File: src/logic/paillier_pkg.sv
package paillier_pkg;

    localparam int WORD_W     = 32;            // Arithmetic word and bus width
    localparam int ADDR_W     = 3;             // Wishbone word address bits
    localparam int FIFO_DEPTH = 4;             // Queued votes
    localparam int ENTRY_W    = WORD_W + 1;    // Candidate bit on top of blinding word

    // Register map, word addresses
    localparam logic [ADDR_W-1:0] ADDR_N_SQUARED = 3'd0;
    localparam logic [ADDR_W-1:0] ADDR_K_CONST   = 3'd1;  // -(n^2)^-1 mod 2^32
    localparam logic [ADDR_W-1:0] ADDR_G_MONT    = 3'd2;  // (1+n)*2^32 mod n^2
    localparam logic [ADDR_W-1:0] ADDR_VOTE_0    = 3'd3;
    localparam logic [ADDR_W-1:0] ADDR_VOTE_1    = 3'd4;
    localparam logic [ADDR_W-1:0] ADDR_STATUS    = 3'd5;  // Bit 0 full, bit 1 busy

    // Encryptor FSM encoding
    localparam logic [1:0] ST_IDLE = 2'd0;
    localparam logic [1:0] ST_MULT = 2'd1;
    localparam logic [1:0] ST_HOLD = 2'd2;

endpackage

File: src/logic/wb_vote_port.sv
`timescale 1ns/1ps
`default_nettype none

module wb_vote_port (
    input wire clk_in,
    input wire rst_in,
    input wire wb_cyc,
    input wire wb_stb,
    input wire wb_we,
    input wire [paillier_pkg::ADDR_W-1:0] wb_adr,
    input wire [paillier_pkg::WORD_W-1:0] wb_dat_w,
    output logic [paillier_pkg::WORD_W-1:0] wb_dat_r,
    output logic wb_ack,
    input wire full,
    input wire busy,
    output logic push,
    output logic [paillier_pkg::ENTRY_W-1:0] push_entry,
    output logic [paillier_pkg::WORD_W-1:0] n_squared,
    output logic [paillier_pkg::WORD_W-1:0] k_const,
    output logic [paillier_pkg::WORD_W-1:0] g_mont
);

logic req;          // Strobe not yet acknowledged
logic vote_addr;
logic vote_wr;
logic wr_commit;    // Write lands in the ack cycle

always_comb begin
    req       = wb_cyc && wb_stb && !wb_ack;
    vote_addr = (wb_adr == paillier_pkg::ADDR_VOTE_0) || (wb_adr == paillier_pkg::ADDR_VOTE_1);
    vote_wr   = wb_we && vote_addr;
    wr_commit = wb_cyc && wb_stb && wb_ack && wb_we;
    push      = wr_commit && vote_addr;
    // Candidate is carried by which vote address was hit
    push_entry = {(wb_adr == paillier_pkg::ADDR_VOTE_1), wb_dat_w};
end

// Vote writes wait while the queue has no room
always_ff @(posedge clk_in) begin
    if (rst_in) begin
        wb_ack <= 1'b0;
    end else begin
        wb_ack <= req && !(vote_wr && full);
    end
end

always_ff @(posedge clk_in) begin
    if (rst_in) begin
        n_squared <= '0;
        k_const   <= '0;
        g_mont    <= '0;
    end else if (wr_commit) begin
        case (wb_adr)
            paillier_pkg::ADDR_N_SQUARED: n_squared <= wb_dat_w;
            paillier_pkg::ADDR_K_CONST:   k_const   <= wb_dat_w;
            paillier_pkg::ADDR_G_MONT:    g_mont    <= wb_dat_w;
            default: ;                                  // Votes go to the queue
        endcase
    end
end

// Read data follows the held address
always_comb begin
    case (wb_adr)
        paillier_pkg::ADDR_N_SQUARED: wb_dat_r = n_squared;
        paillier_pkg::ADDR_K_CONST:   wb_dat_r = k_const;
        paillier_pkg::ADDR_G_MONT:    wb_dat_r = g_mont;
        paillier_pkg::ADDR_STATUS:    wb_dat_r = {{(paillier_pkg::WORD_W-2){1'b0}}, busy, full};
        default:                      wb_dat_r = '0;
    endcase
end

endmodule

`default_nettype wire

File: config.mk
export PLATFORM = sky130hd
export DESIGN_NAME = wb_vote_port
export DESIGN_NICKNAME = d
export VERILOG_FILES = /design/src/logic/paillier_pkg.sv /design/src/logic/wb_vote_port.sv
export SDC_FILE = /design/constraint.sdc
export NUM_CORES = 1
export LEC_CHECK = 0
export ABC_AREA = 1
export BUFFER_PORTS_ARGS = -buffer_cell sky130_fd_sc_hd__buf_2
export CORE_UTILIZATION = 44
export DETAILED_ROUTE_END_ITERATION = 7
export PLACE_DENSITY = 0.88
export SYNTH_ARGS = -nofsm -noshare
export SYNTH_HDL_FRONTEND = slang
export SYNTH_SLANG_ARGS = --single-unit
File: constraint.sdc
create_clock -name clk_in -period 1.2 [get_ports clk_in]
set_input_delay 0.18 -clock clk_in [delete_from_list [all_inputs] [get_ports clk_in]]
set_output_delay 0.18 -clock clk_in [all_outputs]
set_load 0.1 [all_outputs]
==> results of run 1 <==
## per-stage QoR
step                 util  setup slack (ns)
floorplan               -            -0.265
global placement    0.850            -0.298
detailed placement  0.850            -0.376
## cell families after synthesis
| logic type | Yosys count | synth area share |
|---|---|---|
| AO/OA/AOI/OAI | 2 | 0.00206 |
| AND/OR/NAND/NOR | 540 | 0.459 |
| buffers and inverters | 122 | 0.138 |
| flip-flops | 97 | 0.400 |
==> key figures, run 1 <==
CTS
  • CTS buffer count: 9
  • Clock Tree Buf Depth: 2
  • Root buffer cell: clkbuf_8
  • Post-CTS sizing: between 150 and 200
  • H-tree lvl count: 3
  • Num Clock Sinks: 97
  • Post-CTS setup buffers: 44
  • Hold-fix buffers, CTS: 0

Synthesis
  • Asr flop ratio synth: 0
  • Yosys reg bits: 97
  • Top cells by count, synth: nand2_1, nor2_1, nand3_1
  • Count leader, synth: nand2_1
  • Largest cells by area after synthesis: dfxtp_1, nand2_1, nor2_1
  • Synth top area share: 0.400
  • Syn Area/Cell: 6.37 um2
  • Main synth FF type: dfxtp_1
  • Post-synth EDFFs: 0
  • Post-synth net total: 803
  • Synth Cell Area: 0.00485 mm2
  • Ys Warns: 0
  • Register area share after synthesis: 0.400
  • Top cell type by total area after synthesis: dfxtp_1
  • Post-synthesis cell type count: 17
  • Mapped Cells: around 760

Die
  • Die Ht: 107 um
  • I/O pins: 205
  • FP Rows: 37
  • Starting Density: 0.462
  • Die X: 107 um

Placement
  • Placer Congestion: 0.795
  • DP Wirelength: ~14 mm
  • DP Cell Count: 1053
  • Port bufs: 204
  • DP Area: 0.00894 mm2

Run status
  • Error msg: [ERROR DPL-0038] Utilization greater than 100%, impossible to legalize
  • Exit stage: 4_1_cts
  • Status: stopped before the end
==> inputs of run 2 (changes only) <==
--- a/config.mk
+++ b/config.mk
@@ -7,9 +7,9 @@
 export LEC_CHECK = 0
 export ABC_AREA = 1
 export BUFFER_PORTS_ARGS = -buffer_cell sky130_fd_sc_hd__buf_2
-export CORE_UTILIZATION = 44
+export CORE_UTILIZATION = 30
 export DETAILED_ROUTE_END_ITERATION = 7
-export PLACE_DENSITY = 0.88
+export PLACE_DENSITY_LB_ADDON = 0.15
 export SYNTH_ARGS = -nofsm -noshare
 export SYNTH_HDL_FRONTEND = slang
 export SYNTH_SLANG_ARGS = --single-unit
==> constraint.sdc (replaced) <==
create_clock -name clk_in -period 1.6 [get_ports clk_in]
set_input_delay 0.24 -clock clk_in [delete_from_list [all_inputs] [get_ports clk_in]]
set_output_delay 0.24 -clock clk_in [all_outputs]
set_load 0.1 [all_outputs]
==> key figures, run 2 <==
Global route
  • First-pass GRT wire length: 23.2 mm
  • GRT overflow: 0
  • Tot GR Track Use: 0.180
  • Initial antenna violation count: 0
  • Number of global-route vias before repair: about 4300
  • Largest net degree at the start of global routing: 93

Synthesis
  • Multiplexer share of the synthesized area: 0 (unchanged)
  • Ys Warns: 0 (unchanged)
  • Synth Cell Area: 0.00485 mm2 (unchanged)
  • Post-synth net total: 803 (unchanged)
  • Mapped Cells: 761 (unchanged)
  • Main synth FF type: dfxtp_1
  • Top cells by count, synth: nand2_1, nor2_1, nand3_1
  • Asr flop ratio synth: 0 (unchanged)
  • Simple-gate portion of the synthesized area: 0.459 (unchanged)
  • Post-synthesis cell type count: 17 (unchanged)
  • Count leader, synth: nand2_1
  • Synth top area share: 0.400 (unchanged)
  • Xor and xnor area share after synthesis: 0 (unchanged)
  • Post-synthesis adder-cell area fraction: 0 (unchanged)
  • Yosys reg bits: 97 (unchanged)
  • Top cell type by total area after synthesis: dfxtp_1
  • Syn Area/Cell: 6.37 um2 (unchanged)
  • Post-synth EDFFs: 0 (unchanged)
  • Largest cells by area after synthesis: dfxtp_1, nand2_1, nor2_1
  • Register area share after synthesis: 0.400 (unchanged)
  • Largest family of logic cells by synthesized area: simple AND/OR/NAND/NOR gates
  • Compound-Gate Fraction of Synth Area: 0.00206 (unchanged)

Timing
  • Crit path time final: 1.58 ns
  • Worst slew pin tran: 0.513 ns
  • Max Slew Vio Count: 0
  • Slew margin rel.: 0.660
  • Setup_tns: 0 ns
  • Final setup fails: 0
  • Max Freq: 634 MHz
  • Final hold viol count: 0
  • Fin worst setup slack: approximately 0.022 ns
  • Final worst path period share: 0.986
  • WHS: 0.150 ns
  • Clock Skew: 0.00833 ns

Power
  • P_int: 3.86 mW
  • VDD IR max: 0.466 mV
  • Power share of the combinational group: 0.155
  • Overall Power: 5.46 mW
  • NetSw: 1.60 mW
  • Clk pwr share: 0.401
  • Sw Ratio: 0.293
  • Pwr dens: roughly 760 mW/mm2
  • LEAKAGE: around 3.7 nW
  • Sequential cell fraction of total power: 0.444

Placement
  • Port bufs: 204 (unchanged)
  • DP Area: 0.00676 mm2 (-24%)
  • DP Wirelength: 10.4 mm (-26%)
  • DP Worst Slack: 0.0285 ns (+0.404 ns)
  • Placer Congestion: 0.736 (-7.4%)
  • DP Cell Count: 1126 (+6.9%)

CTS
  • Clk_lat worst skew: 0.34 ns
  • Root buffer cell: clkbuf_16
  • Clock slew at reported path FFs: 0.07 ns
  • Clock Tree Buf Depth: 2 (unchanged)
  • H-tree lvl count: 3 (unchanged)
  • CTS buffer count: 9 (unchanged)
  • Num Clock Sinks: 97 (unchanged)
  • TritonCTS clock tree: yes

Critical path
  • Critical Path AT: about 1.3 ns
  • Setup Crit Path Kind: primary input to primary output
  • Crit-path cells: buf_2 > inv_4 > nand2_1 > nor2_4 > buf_12 > buf_6 > nand2_1 > nand3_2 > buf_12
  • Max stage delay on crit path: 0.18 ns
  • Slowest cell on the critical path: buf_12
  • Critical Path RT: 1.36 ns
  • Buf+Inv Stages, Crit Path: 5
  • Startpoint Class: primary input
  • Cell family with most CP delay: buffers and inverters
  • Crit end category: primary output
  • Worst-path maximum fanout: 8

Detailed routing
  • Routed Antenna Nets: 0
  • 1st-pass router iterations: 4
  • WL met3: ~830 um
  • Wire per inst: ~13 um
  • Met2 WL: 7.26 mm
  • Vias: 5055
  • DRT Wirelength: 15.5 mm
  • Drt drc: 0
  • Vias/cell: 4.40
  • DRT iter0 DRCs: between 200 and 300
  • M1 WL: approximately 7.3 mm
  • Top sig layer: met4

Final layout
  • Share of layout cells above drive strength 1: 0.424
  • Commonest non-fill, non-tap cell in the layout: nand2_1
  • Largest regs: g_mont: 32 flops, k_const: 32 flops, n_squared: 32 flops
  • Area Growth Syn to Fin: 48.6%
  • Fillers: 1636
  • Core Util, Final: 0.455
  • Final Cell Area: 0.00721 mm2
  • Post-Layout Cell Count: 1149
  • Commonest non-fill, non-tap cells in the layout: nand2_1, nor2_1, buf_2
  • Fin nets: 971
  • Antenna diodes: 0

Run
  • Maximum Capacitance Violations: 0

Hold path
  • HP Class: primary input to flop

Die
  • I/O pins: 205 (unchanged)
  • Die Ht: 129 um (+21%)
  • FP Rows: 46 (+24%)
  • Die area: 0.0167 mm2
  • Die X: 129 um (+21%)
  • CORE AREA: 0.0158 mm2
  • Starting Density: 0.306 (-0.155)

Run status
  • Status: completed
[run 2: cell counts after synthesis]
Identical to the previous run, type by type.
[run 2: cell families (layout without fill, tap and decap cells)]
family	count (synthesis)	after routing
buffers and inverters	122	294
AOI/OAI and AO/OA	2	2
DFF	97	97
and+or+nand+nor	540	540
[run 2: area by class of cell]
class                           instances  area [um2]  share of cell area
Timing Repair Buffer                  236        1990               0.276
Multi-Input combinational cell        542        2420               0.336
Clock inverter                          5        53.8             0.00747
Sequential cell                        97        2070               0.287
Inverter                               43         164              0.0227
Clock buffer                           10         239              0.0332
Tap cell                              216         270              0.0375
[run 2: routing by layer]
layer	global-route usage	vias up
met4	0.0374	0
li1	-	2653
met5	0	-
met3	0.0475	5
met1	0.241	2260
met2	0.291	137
[run 2: power by group through the flow]
| stage | Clock [mW] | Sequential [mW] | Combinational [mW] |
|---|---|---|---|
| finish | 2.19 | 2.42 | 0.845 |
| global route | 2.35 | 2.42 | 0.900 |
| CTS | 2.26 | 2.42 | 0.813 |
| detailed placement | 0 | 2.48 | 0.812 |
| global placement | 0 | 2.48 | 0.813 |
| floorplan | 0 | 2.52 | 0.618 |
[run 2: worst register-to-register path: stages (launching register included)]
cell and delay, ns:
dfxtp_4 0.35, nand2_2 0.08, inv_2 0.07, nand2_4 0.08, nor2_2 0.10, buf_4 0.27
nor2_1 0.10, nor2_1 0.11
[run 2: worst paths after layout]
kind                   start            end  slack (ns)  cells after the start
hold / removal        rst_in         wb_ack        0.15                      4
setup / recovery   wb_adr[1]    wb_dat_r[9]        0.02                      9
hold reg to reg   g_mont[11]     g_mont[11]        0.48                      2
setup reg to reg      wb_ack  n_squared[14]        0.37                      7
[run 2: repair_timing]
action                                  4_1_cts  5_1_grt
endpoints found under the setup margin        1       31
hold buffers                                  0        0
gates resized for setup                       1        9
cloned                                        0        3
pin swaps                                     0        2
setup buffers                                 0        5
No activity file was read; power rests on OpenSTA's default activity.
