File: config.mk
export PLATFORM = sky130hd
export DESIGN_NAME = vote_fifo
export DESIGN_NICKNAME = d
export VERILOG_FILES = /design/src/logic/paillier_pkg.sv /design/src/logic/vote_fifo.sv
export SDC_FILE = /design/constraint.sdc
export NUM_CORES = 1
export LEC_CHECK = 0
export BUFFER_PORTS_ARGS = -buffer_cell sky130_fd_sc_hd__buf_2
export CAP_MARGIN = 20
export CORE_UTILIZATION = 59
export CTS_BUF_LIST = sky130_fd_sc_hd__clkbuf_4 sky130_fd_sc_hd__clkbuf_8
export DETAILED_ROUTE_END_ITERATION = 10
export GPL_TIMING_DRIVEN = 0
export PLACE_DENSITY = 0.78
export SETUP_SLACK_MARGIN = 0.2
export SYNTH_ARGS = -nofsm -noshare
export SYNTH_HDL_FRONTEND = slang
export SYNTH_SLANG_ARGS = --single-unit
File: constraint.sdc
create_clock -name clk_in -period 2.9 [get_ports clk_in]
set_input_delay 0.29 -clock clk_in [delete_from_list [all_inputs] [get_ports clk_in]]
set_output_delay 0.29 -clock clk_in [all_outputs]
set_load 0.1 [all_outputs]
File: src/logic/paillier_pkg.sv
package paillier_pkg;

    localparam int WORD_W     = 32;            // Arithmetic word and bus width
    localparam int ADDR_W     = 3;             // Wishbone word address bits
    localparam int FIFO_DEPTH = 4;             // Queued votes
    localparam int ENTRY_W    = WORD_W + 1;    // Candidate bit on top of blinding word

    // Register map, word addresses
    localparam logic [ADDR_W-1:0] ADDR_N_SQUARED = 3'd0;
    localparam logic [ADDR_W-1:0] ADDR_K_CONST   = 3'd1;  // -(n^2)^-1 mod 2^32
    localparam logic [ADDR_W-1:0] ADDR_G_MONT    = 3'd2;  // (1+n)*2^32 mod n^2
    localparam logic [ADDR_W-1:0] ADDR_VOTE_0    = 3'd3;
    localparam logic [ADDR_W-1:0] ADDR_VOTE_1    = 3'd4;
    localparam logic [ADDR_W-1:0] ADDR_STATUS    = 3'd5;  // Bit 0 full, bit 1 busy

    // Encryptor FSM encoding
    localparam logic [1:0] ST_IDLE = 2'd0;
    localparam logic [1:0] ST_MULT = 2'd1;
    localparam logic [1:0] ST_HOLD = 2'd2;

endpackage

File: src/logic/vote_fifo.sv
`timescale 1ns/1ps
`default_nettype none

module vote_fifo (
    input wire clk_in,
    input wire rst_in,
    input wire push,
    input wire [paillier_pkg::ENTRY_W-1:0] push_entry,
    input wire pop,
    output logic [paillier_pkg::ENTRY_W-1:0] pop_entry,
    output logic full,
    output logic empty
);

logic [paillier_pkg::ENTRY_W-1:0] mem [paillier_pkg::FIFO_DEPTH];
logic [$clog2(paillier_pkg::FIFO_DEPTH)-1:0] wr_ptr;
logic [$clog2(paillier_pkg::FIFO_DEPTH)-1:0] rd_ptr;
logic [$clog2(paillier_pkg::FIFO_DEPTH+1)-1:0] count;
logic do_push;
logic do_pop;

always_comb begin
    empty     = (count == '0);
    full      = (count == paillier_pkg::FIFO_DEPTH);
    do_pop    = pop && !empty;
    do_push   = push && (!full || do_pop);  // Room frees when popping at full
    pop_entry = mem[rd_ptr];                // First word falls through
end

always_ff @(posedge clk_in) begin
    if (do_push) begin
        mem[wr_ptr] <= push_entry;
    end
end

// Depth is a power of two so pointers wrap on their own
always_ff @(posedge clk_in) begin
    if (rst_in) begin
        wr_ptr <= '0;
        rd_ptr <= '0;
        count  <= '0;
    end else begin
        if (do_push) begin
            wr_ptr <= wr_ptr + 1'b1;
        end
        if (do_pop) begin
            rd_ptr <= rd_ptr + 1'b1;
        end
        if (do_push && !do_pop) begin
            count <= count + 1'b1;
        end else if (do_pop && !do_push) begin
            count <= count - 1'b1;
        end
    end
end

endmodule

`default_nettype wire

# --- Word level (Yosys, flattened, before mapping) ---
# Memory sizes are Yosys's and may differ from the RTL's. A register that Yosys moved wholly into a read port is not among the register bits.
# Index checks and enable logic that the tools add are counted.
word_totals:
  mem_count: 1
  out_inout_bits: 35
  elab_cells: 26
  reg_bits: 7
  input_bits: 37
  ram_bits: 132
memory_table:
  columns: ["name", "words", "word_bits", "rd", "rd_clocked_by_memory_dff", "wr", "line", "source"]
  rows:
  - ["mem", 4, 33, 1, 1, 1, "vote_fifo.sv:15", "logic [paillier_pkg::ENTRY_W-1:0] mem [paillier_pkg::FIFO_DEPTH];"]
op_classes:
  reduce_logical: 11
  add_sub_neg: 4
  n_mux: 6
  eq_ne: 1
ops:
  columns: ["operator", "count"]
  rows:
  - ["$mux 3", 2]
  - ["$add 2x1->2 const B", 2]
  - ["$logic_and 1x1->1", 4]
  - ["$logic_not 1->1", 4]
  - ["$mux 2", 2]
  - ["$add 3x1->3 const B", 1]
  - ["$eq 3x3->1 const B", 1]
  - ["$logic_not 3->1", 1]
  - ["$sub 3x1->3 const B", 1]
  - ["$mux 1", 2]
  - ["$reduce_bool 2->1", 1]
  - ["$logic_or 1x1->1", 1]

# --- Logic depth before layout (Yosys ltp) ---
logic_depth:
  depth_word: 9
  ltp_mapped: 8
  ltp_nobuf: 8

# --- Worst setup path after synthesis ---
# OpenSTA, ideal clock, no wires.
synth_path:
  kind: "register to register"
  start: "register count[1] (netlist bit)"
  end: "register count[2] (netlist bit)"
  synth_period_minus_slack_ns: 3.105
  setup_slack_ns: -0.205
  n_path_buf: 0
  arrival_ns: 3.035
  required_ns: 2.830
  setup_ns: 0.070
  path_stages_with_launch: 9
  path_cell_list: "dfxtp_1 > nor3b_2 > a21boi_2 > ha_1 > inv_1 > fa_1 > xor2_1 > or3_2 > a21oi_1"
synth_via:
  elab_cells_between_ends: 16
  classes_between: "2 x add/sub; 1 x eq/ne; 2 x mux; 11 x reduce/logical"
synth_rtl:
  columns: ["element", "line", "source"]
  rows:
  - ["start: declaration", "vote_fifo.sv:18", "logic [$clog2(paillier_pkg::FIFO_DEPTH+1)-1:0] count;"]
  - ["start signal: assignment", "vote_fifo.sv:50", "count <= count + 1'b1;"]
  - ["start signal: assignment", "vote_fifo.sv:52", "count <= count - 1'b1;"]
  - ["$eq 3x3->1 *", "vote_fifo.sv:24", "full = (count == paillier_pkg::FIFO_DEPTH);"]
  - ["net full", "vote_fifo.sv:11", "output logic full,"]
  - ["$logic_not 1->1 *", "vote_fifo.sv:26", "do_push = push && (!full || do_pop);"]
  - ["$logic_or 1x1->1 *", "vote_fifo.sv:26", null]
  - ["$logic_and 1x1->1 *", "vote_fifo.sv:26", null]
  - ["net do_push", "vote_fifo.sv:19", "logic do_push;"]
  - ["$logic_not 1->1", "vote_fifo.sv:51", "end else if (do_pop && !do_push) begin"]
  - ["$logic_and 1x1->1", "vote_fifo.sv:51", null]
  - ["$reduce_bool 2->1 (no line)", null, null]
# Mark *: on every way through the listed nets, which the timed path passes. The rest lies on a longest branch. The select of a mux whose other input is x is not followed.
# A chain may end at the register's enable or synchronous reset.

# --- Final worst setup path ---
layout_path:
  start: "register count[0] (netlist bit)"
  end: "register count[2] (netlist bit)"
layout_via:
  elab_chain_cells: 8
  elab_cells_between_ends: 16
  classes_between: "2 x add/sub; 1 x eq/ne; 2 x mux; 11 x reduce/logical"
layout_rtl:
  columns: ["element", "line", "source"]
  rows:
  - ["$logic_not 3->1", "vote_fifo.sv:23", "empty = (count == '0);"]
  - ["$logic_not 1->1", "vote_fifo.sv:25", "do_pop = pop && !empty;"]
  - ["$logic_and 1x1->1", "vote_fifo.sv:25", null]
  - ["$logic_or 1x1->1 *", "vote_fifo.sv:26", null]
  - ["$logic_and 1x1->1 *", "vote_fifo.sv:26", null]
  - ["net do_push", "vote_fifo.sv:19", null]
  - ["$logic_not 1->1", "vote_fifo.sv:51", null]
  - ["$logic_and 1x1->1", "vote_fifo.sv:51", null]
  - ["$reduce_bool 2->1 (no line)", null, null]
# Marked as above.

==> impl.org <==
** Layout
- Leaving out fill and tap cells, the most frequent cell in the layout is sky130_fd_sc_hd__edfxtp_1.
- The post-route netlist has a little under half of its cells at a drive strength greater than 1.
- Finished Layout Cells :: around 430
- Number of filler instances in the final layout :: about 530
- Layout-stage area growth over the synthesis result :: 17.19%
- Net count reported at finish :: 353
- In the layout the commonest cells are 132 x sky130_fd_sc_hd__edfxtp_1, 73 x sky130_fd_sc_hd__buf_2, 33 x sky130_fd_sc_hd__mux4_2, 17 x sky130_fd_sc_hd__clkbuf_8, 9 x sky130_fd_sc_hd__dfxtp_1.
- Utilization after layout :: a little under three quarters
- The number of antenna diodes in the final layout is 0.

** Floorplanning
- The floorplan step defined a die boundary enclosing about 9300 um2.
- The floorplan has 34 rows.
- Overall die height :: ~96 um
- Die width :: between 90 and 100 um
- IO Count :: slightly above 70
- Once the floorplan was initialized, standard cells occupied a little over 60% of the core.
- In this run the standard cell core region covers between 8000 and 9000 um2.

** Outcome
- Status :: complete, no violations

** Clock network
- CTS Root Cell :: sky130_fd_sc_hd__clkbuf_8
- Counting every sink on the clock net gives roughly 140.
- Hold-fix buffers at CTS :: 0
- Number of instances resized during post-cts repair :: 0
- TritonCTS Buffers :: 17
- Clk_lat worst skew :: slightly above 0.4 ns
- Buffer count from post-CTS setup fixing :: 0
- The clock tree synthesis step divided the H-tree into 4 levels.
- Buffer depth of the longest clock path :: 2
- Clock-pin slew was measured on the worst setup and hold paths at about 0.080 ns.
- TritonCTS built the clock tree.

** Setup path
- Along the worst path, the maximum fanout reaches 7.
- Critical setup path kind :: flip-flop to flip-flop
- Kind of start point of the critical path :: flip-flop
- STA classifies the critical path endpoint as a flip-flop.
- In this run the worst setup path begins at count[0]$_SDFFE_PP0P_.
- The worst register-to-register path begins at count[0]$_SDFFE_PP0P_.
- The setup check on the worst reg-to-reg path leaves a slack of approximately 0.50 ns.
- For the worst setup path, the data required time is about 3.2 ns.
- Arrival time of the worst setup path :: about 2.8 ns

** STA
- Setup slack closes at between 0.4 and 0.5 ns.
- Setup repair after global routing missed its margin :: false
- The max-slew violation count came to 0.
- Finish-stage setup viols :: 0
- Final-layout setup total negative slack :: 0 ns
- Headroom to the max-slew limit came out at 38.41%.
- Fmax :: ~420 MHz
- Post-route minimum period :: between 2 and 2.5 ns
- For the final database, setup skew stands at ~0.0039 ns.
- Of the available clock period, the critical path in the final layout requires 82.81%.
- Slew at the pin closest to its max-slew limit :: 0.9239 ns
- Final hold vios :: 0

** Routing
- Wirelength, routed :: about 8200 um
- The first TritonRoute pass finished after 4 iterations.
- Via-to-Cell Ratio :: 5.582
- Overall via count from detail_route :: approximately 2400
- The count of nets left with antenna violations once routing finished came out at 0.
- Number of DRC violations after detailed-routing iteration 0 :: 74
- Detailed-route wire length per cell :: approximately 19 um
- After detailed routing, the number of remaining DRC violations is 0.

** Hold path
- Worst hold start :: push_entry[13]
- Type of the worst min-delay path :: input pin to flip-flop

** Yosys
- Post-Synthesis Cells :: roughly 220
- Among all flip-flop cells after synthesis, the most frequent one is sky130_fd_sc_hd__edfxtp_1.
- Number of storage elements in the synthesis netlist :: around 140
- Cell variety after synth :: 23
- The cell area that synthesis handed to floorplanning was around 5300 um2.
- EDFF count, synth :: 132
- Register area share after synthesis :: about 80%
- Average size of a mapped cell :: roughly 24 um2
- The number of nets handed over by synthesis was about 260.
- For this run, the number of Yosys warnings is 0.
- Ys async rst share :: 0%

** Placed design
- At the end of routability-driven placement, the weighted congestion stood at roughly 0.66.
- HPWL Detailed :: roughly 5000 um
- Including well taps, the total number of placed cells is roughly 400.
- Pre-CTS worst setup slack :: roughly 0.51 ns
- Count of buffers from port buffering :: 70

** Global route
- Entering global routing, the biggest net connects 34 pins.
- After global routing the overflow that remains totals 0.
- Wire length of the first global-routing pass :: between 10000 and 15000 um
- Number of global-route vias before repair :: 2402
- GRT Util Overall :: around a fifth
- The number of antenna violations at the first check in global routing came to 0.

** Flow run
- Across the run, the number of max-cap violations was 0.
## layout make-up
cell class	count	area, um2	area share, %
buffer	9	67.56	1.097
clock buffer	17	234.0	3.800
clock inverter	15	172.7	2.804
inverter	4	15.01	0.2439
multi-input combinational	67	1039	16.87
sequential	141	4144	67.30
tap	108	135.1	2.195
timing repair buffer	70	350.3	5.690
## worst paths after layout
check,end,depth (start not counted)
setup / recovery,count[2]$_SDFFE_PP0P_,8
hold / removal,mem[0][13]$_DFFE_PP_,1
setup reg to reg,count[2]$_SDFFE_PP0P_,8
hold reg to reg,wr_ptr[1]$_SDFFE_PP0P_,2
## through the flow
step | hold WS, ns | cell area, um2
after CTS | 0.05038 | 6157
after detailed placement | 0.5059 | 5751
after global routing | 0.05608 | 6157
after global placement | 0.5013 | 5751
after floorplan | 0.3889 | 5265
final | 0.08608 | 6157
## sequential cells by signal (all words and copies together), names as in the netlist, named ones only
register and cells:
rd_ptr 2, mem 132, wr_ptr 2, count 3
## synth_stat cells, types with 2 or more instances
library cell	n	share of area [%]
sky130_fd_sc_hd__dfxtp_1	9	3.4
sky130_fd_sc_hd__mux4_2	33	14
sky130_fd_sc_hd__edfxtp_1	132	75
sky130_fd_sc_hd__nor2_1	7	0.50
sky130_fd_sc_hd__ha_1	5	1.2
sky130_fd_sc_hd__buf_6	4	0.86
sky130_fd_sc_hd__mux2i_1	2	0.38
sky130_fd_sc_hd__inv_1	4	0.29
sky130_fd_sc_hd__buf_2	3	0.29
sky130_fd_sc_hd__xor2_1	4	0.67
sky130_fd_sc_hd__clkbuf_1	2	0.14
sky130_fd_sc_hd__nand2b_1	2	0.24
sky130_fd_sc_hd__and2_2	4	0.57
## worst max-delay path, cell delays in order (launching register included)
cell	delay, ns
sky130_fd_sc_hd__dfxtp_1	0.52
sky130_fd_sc_hd__nor3b_4	0.08
sky130_fd_sc_hd__a21boi_2	0.33
sky130_fd_sc_hd__ha_1	0.25
sky130_fd_sc_hd__inv_1	0.06
sky130_fd_sc_hd__fa_1	0.37
sky130_fd_sc_hd__xor2_1	0.16
sky130_fd_sc_hd__or3_2	0.41
sky130_fd_sc_hd__a21oi_1	0.14
## cells by family after synthesis
group | after synthesis | synth area share [%]
fa+ha+maj | 6 | 1.572
buf+inv | 13 | 1.572
compound gates | 5 | 0.7143
simple gates | 16 | 1.786
xor+xnor | 4 | 0.6668
flops | 141 | 78.88
mux | 36 | 14.81
## metal layers
| layer | vias to the layer above | wire length, um | share of wire (%) | track usage (%) |
|---|---|---|---|---|
| met3 | 15 | 389 | 4.7 | 5.924 |
| li1 | 1094 | - | - | - |
| met4 | 0 | 172 | 2.1 | 9.559 |
| met5 | - | 0 | 0 | 0 |
| met2 | 70 | 4228 | 52 | 30.26 |
| met1 | 1227 | 3416 | 42 | 23.75 |
Power is not shown: default switching activity piles up to over one toggle a cycle in this logic, so the estimate is an artifact.
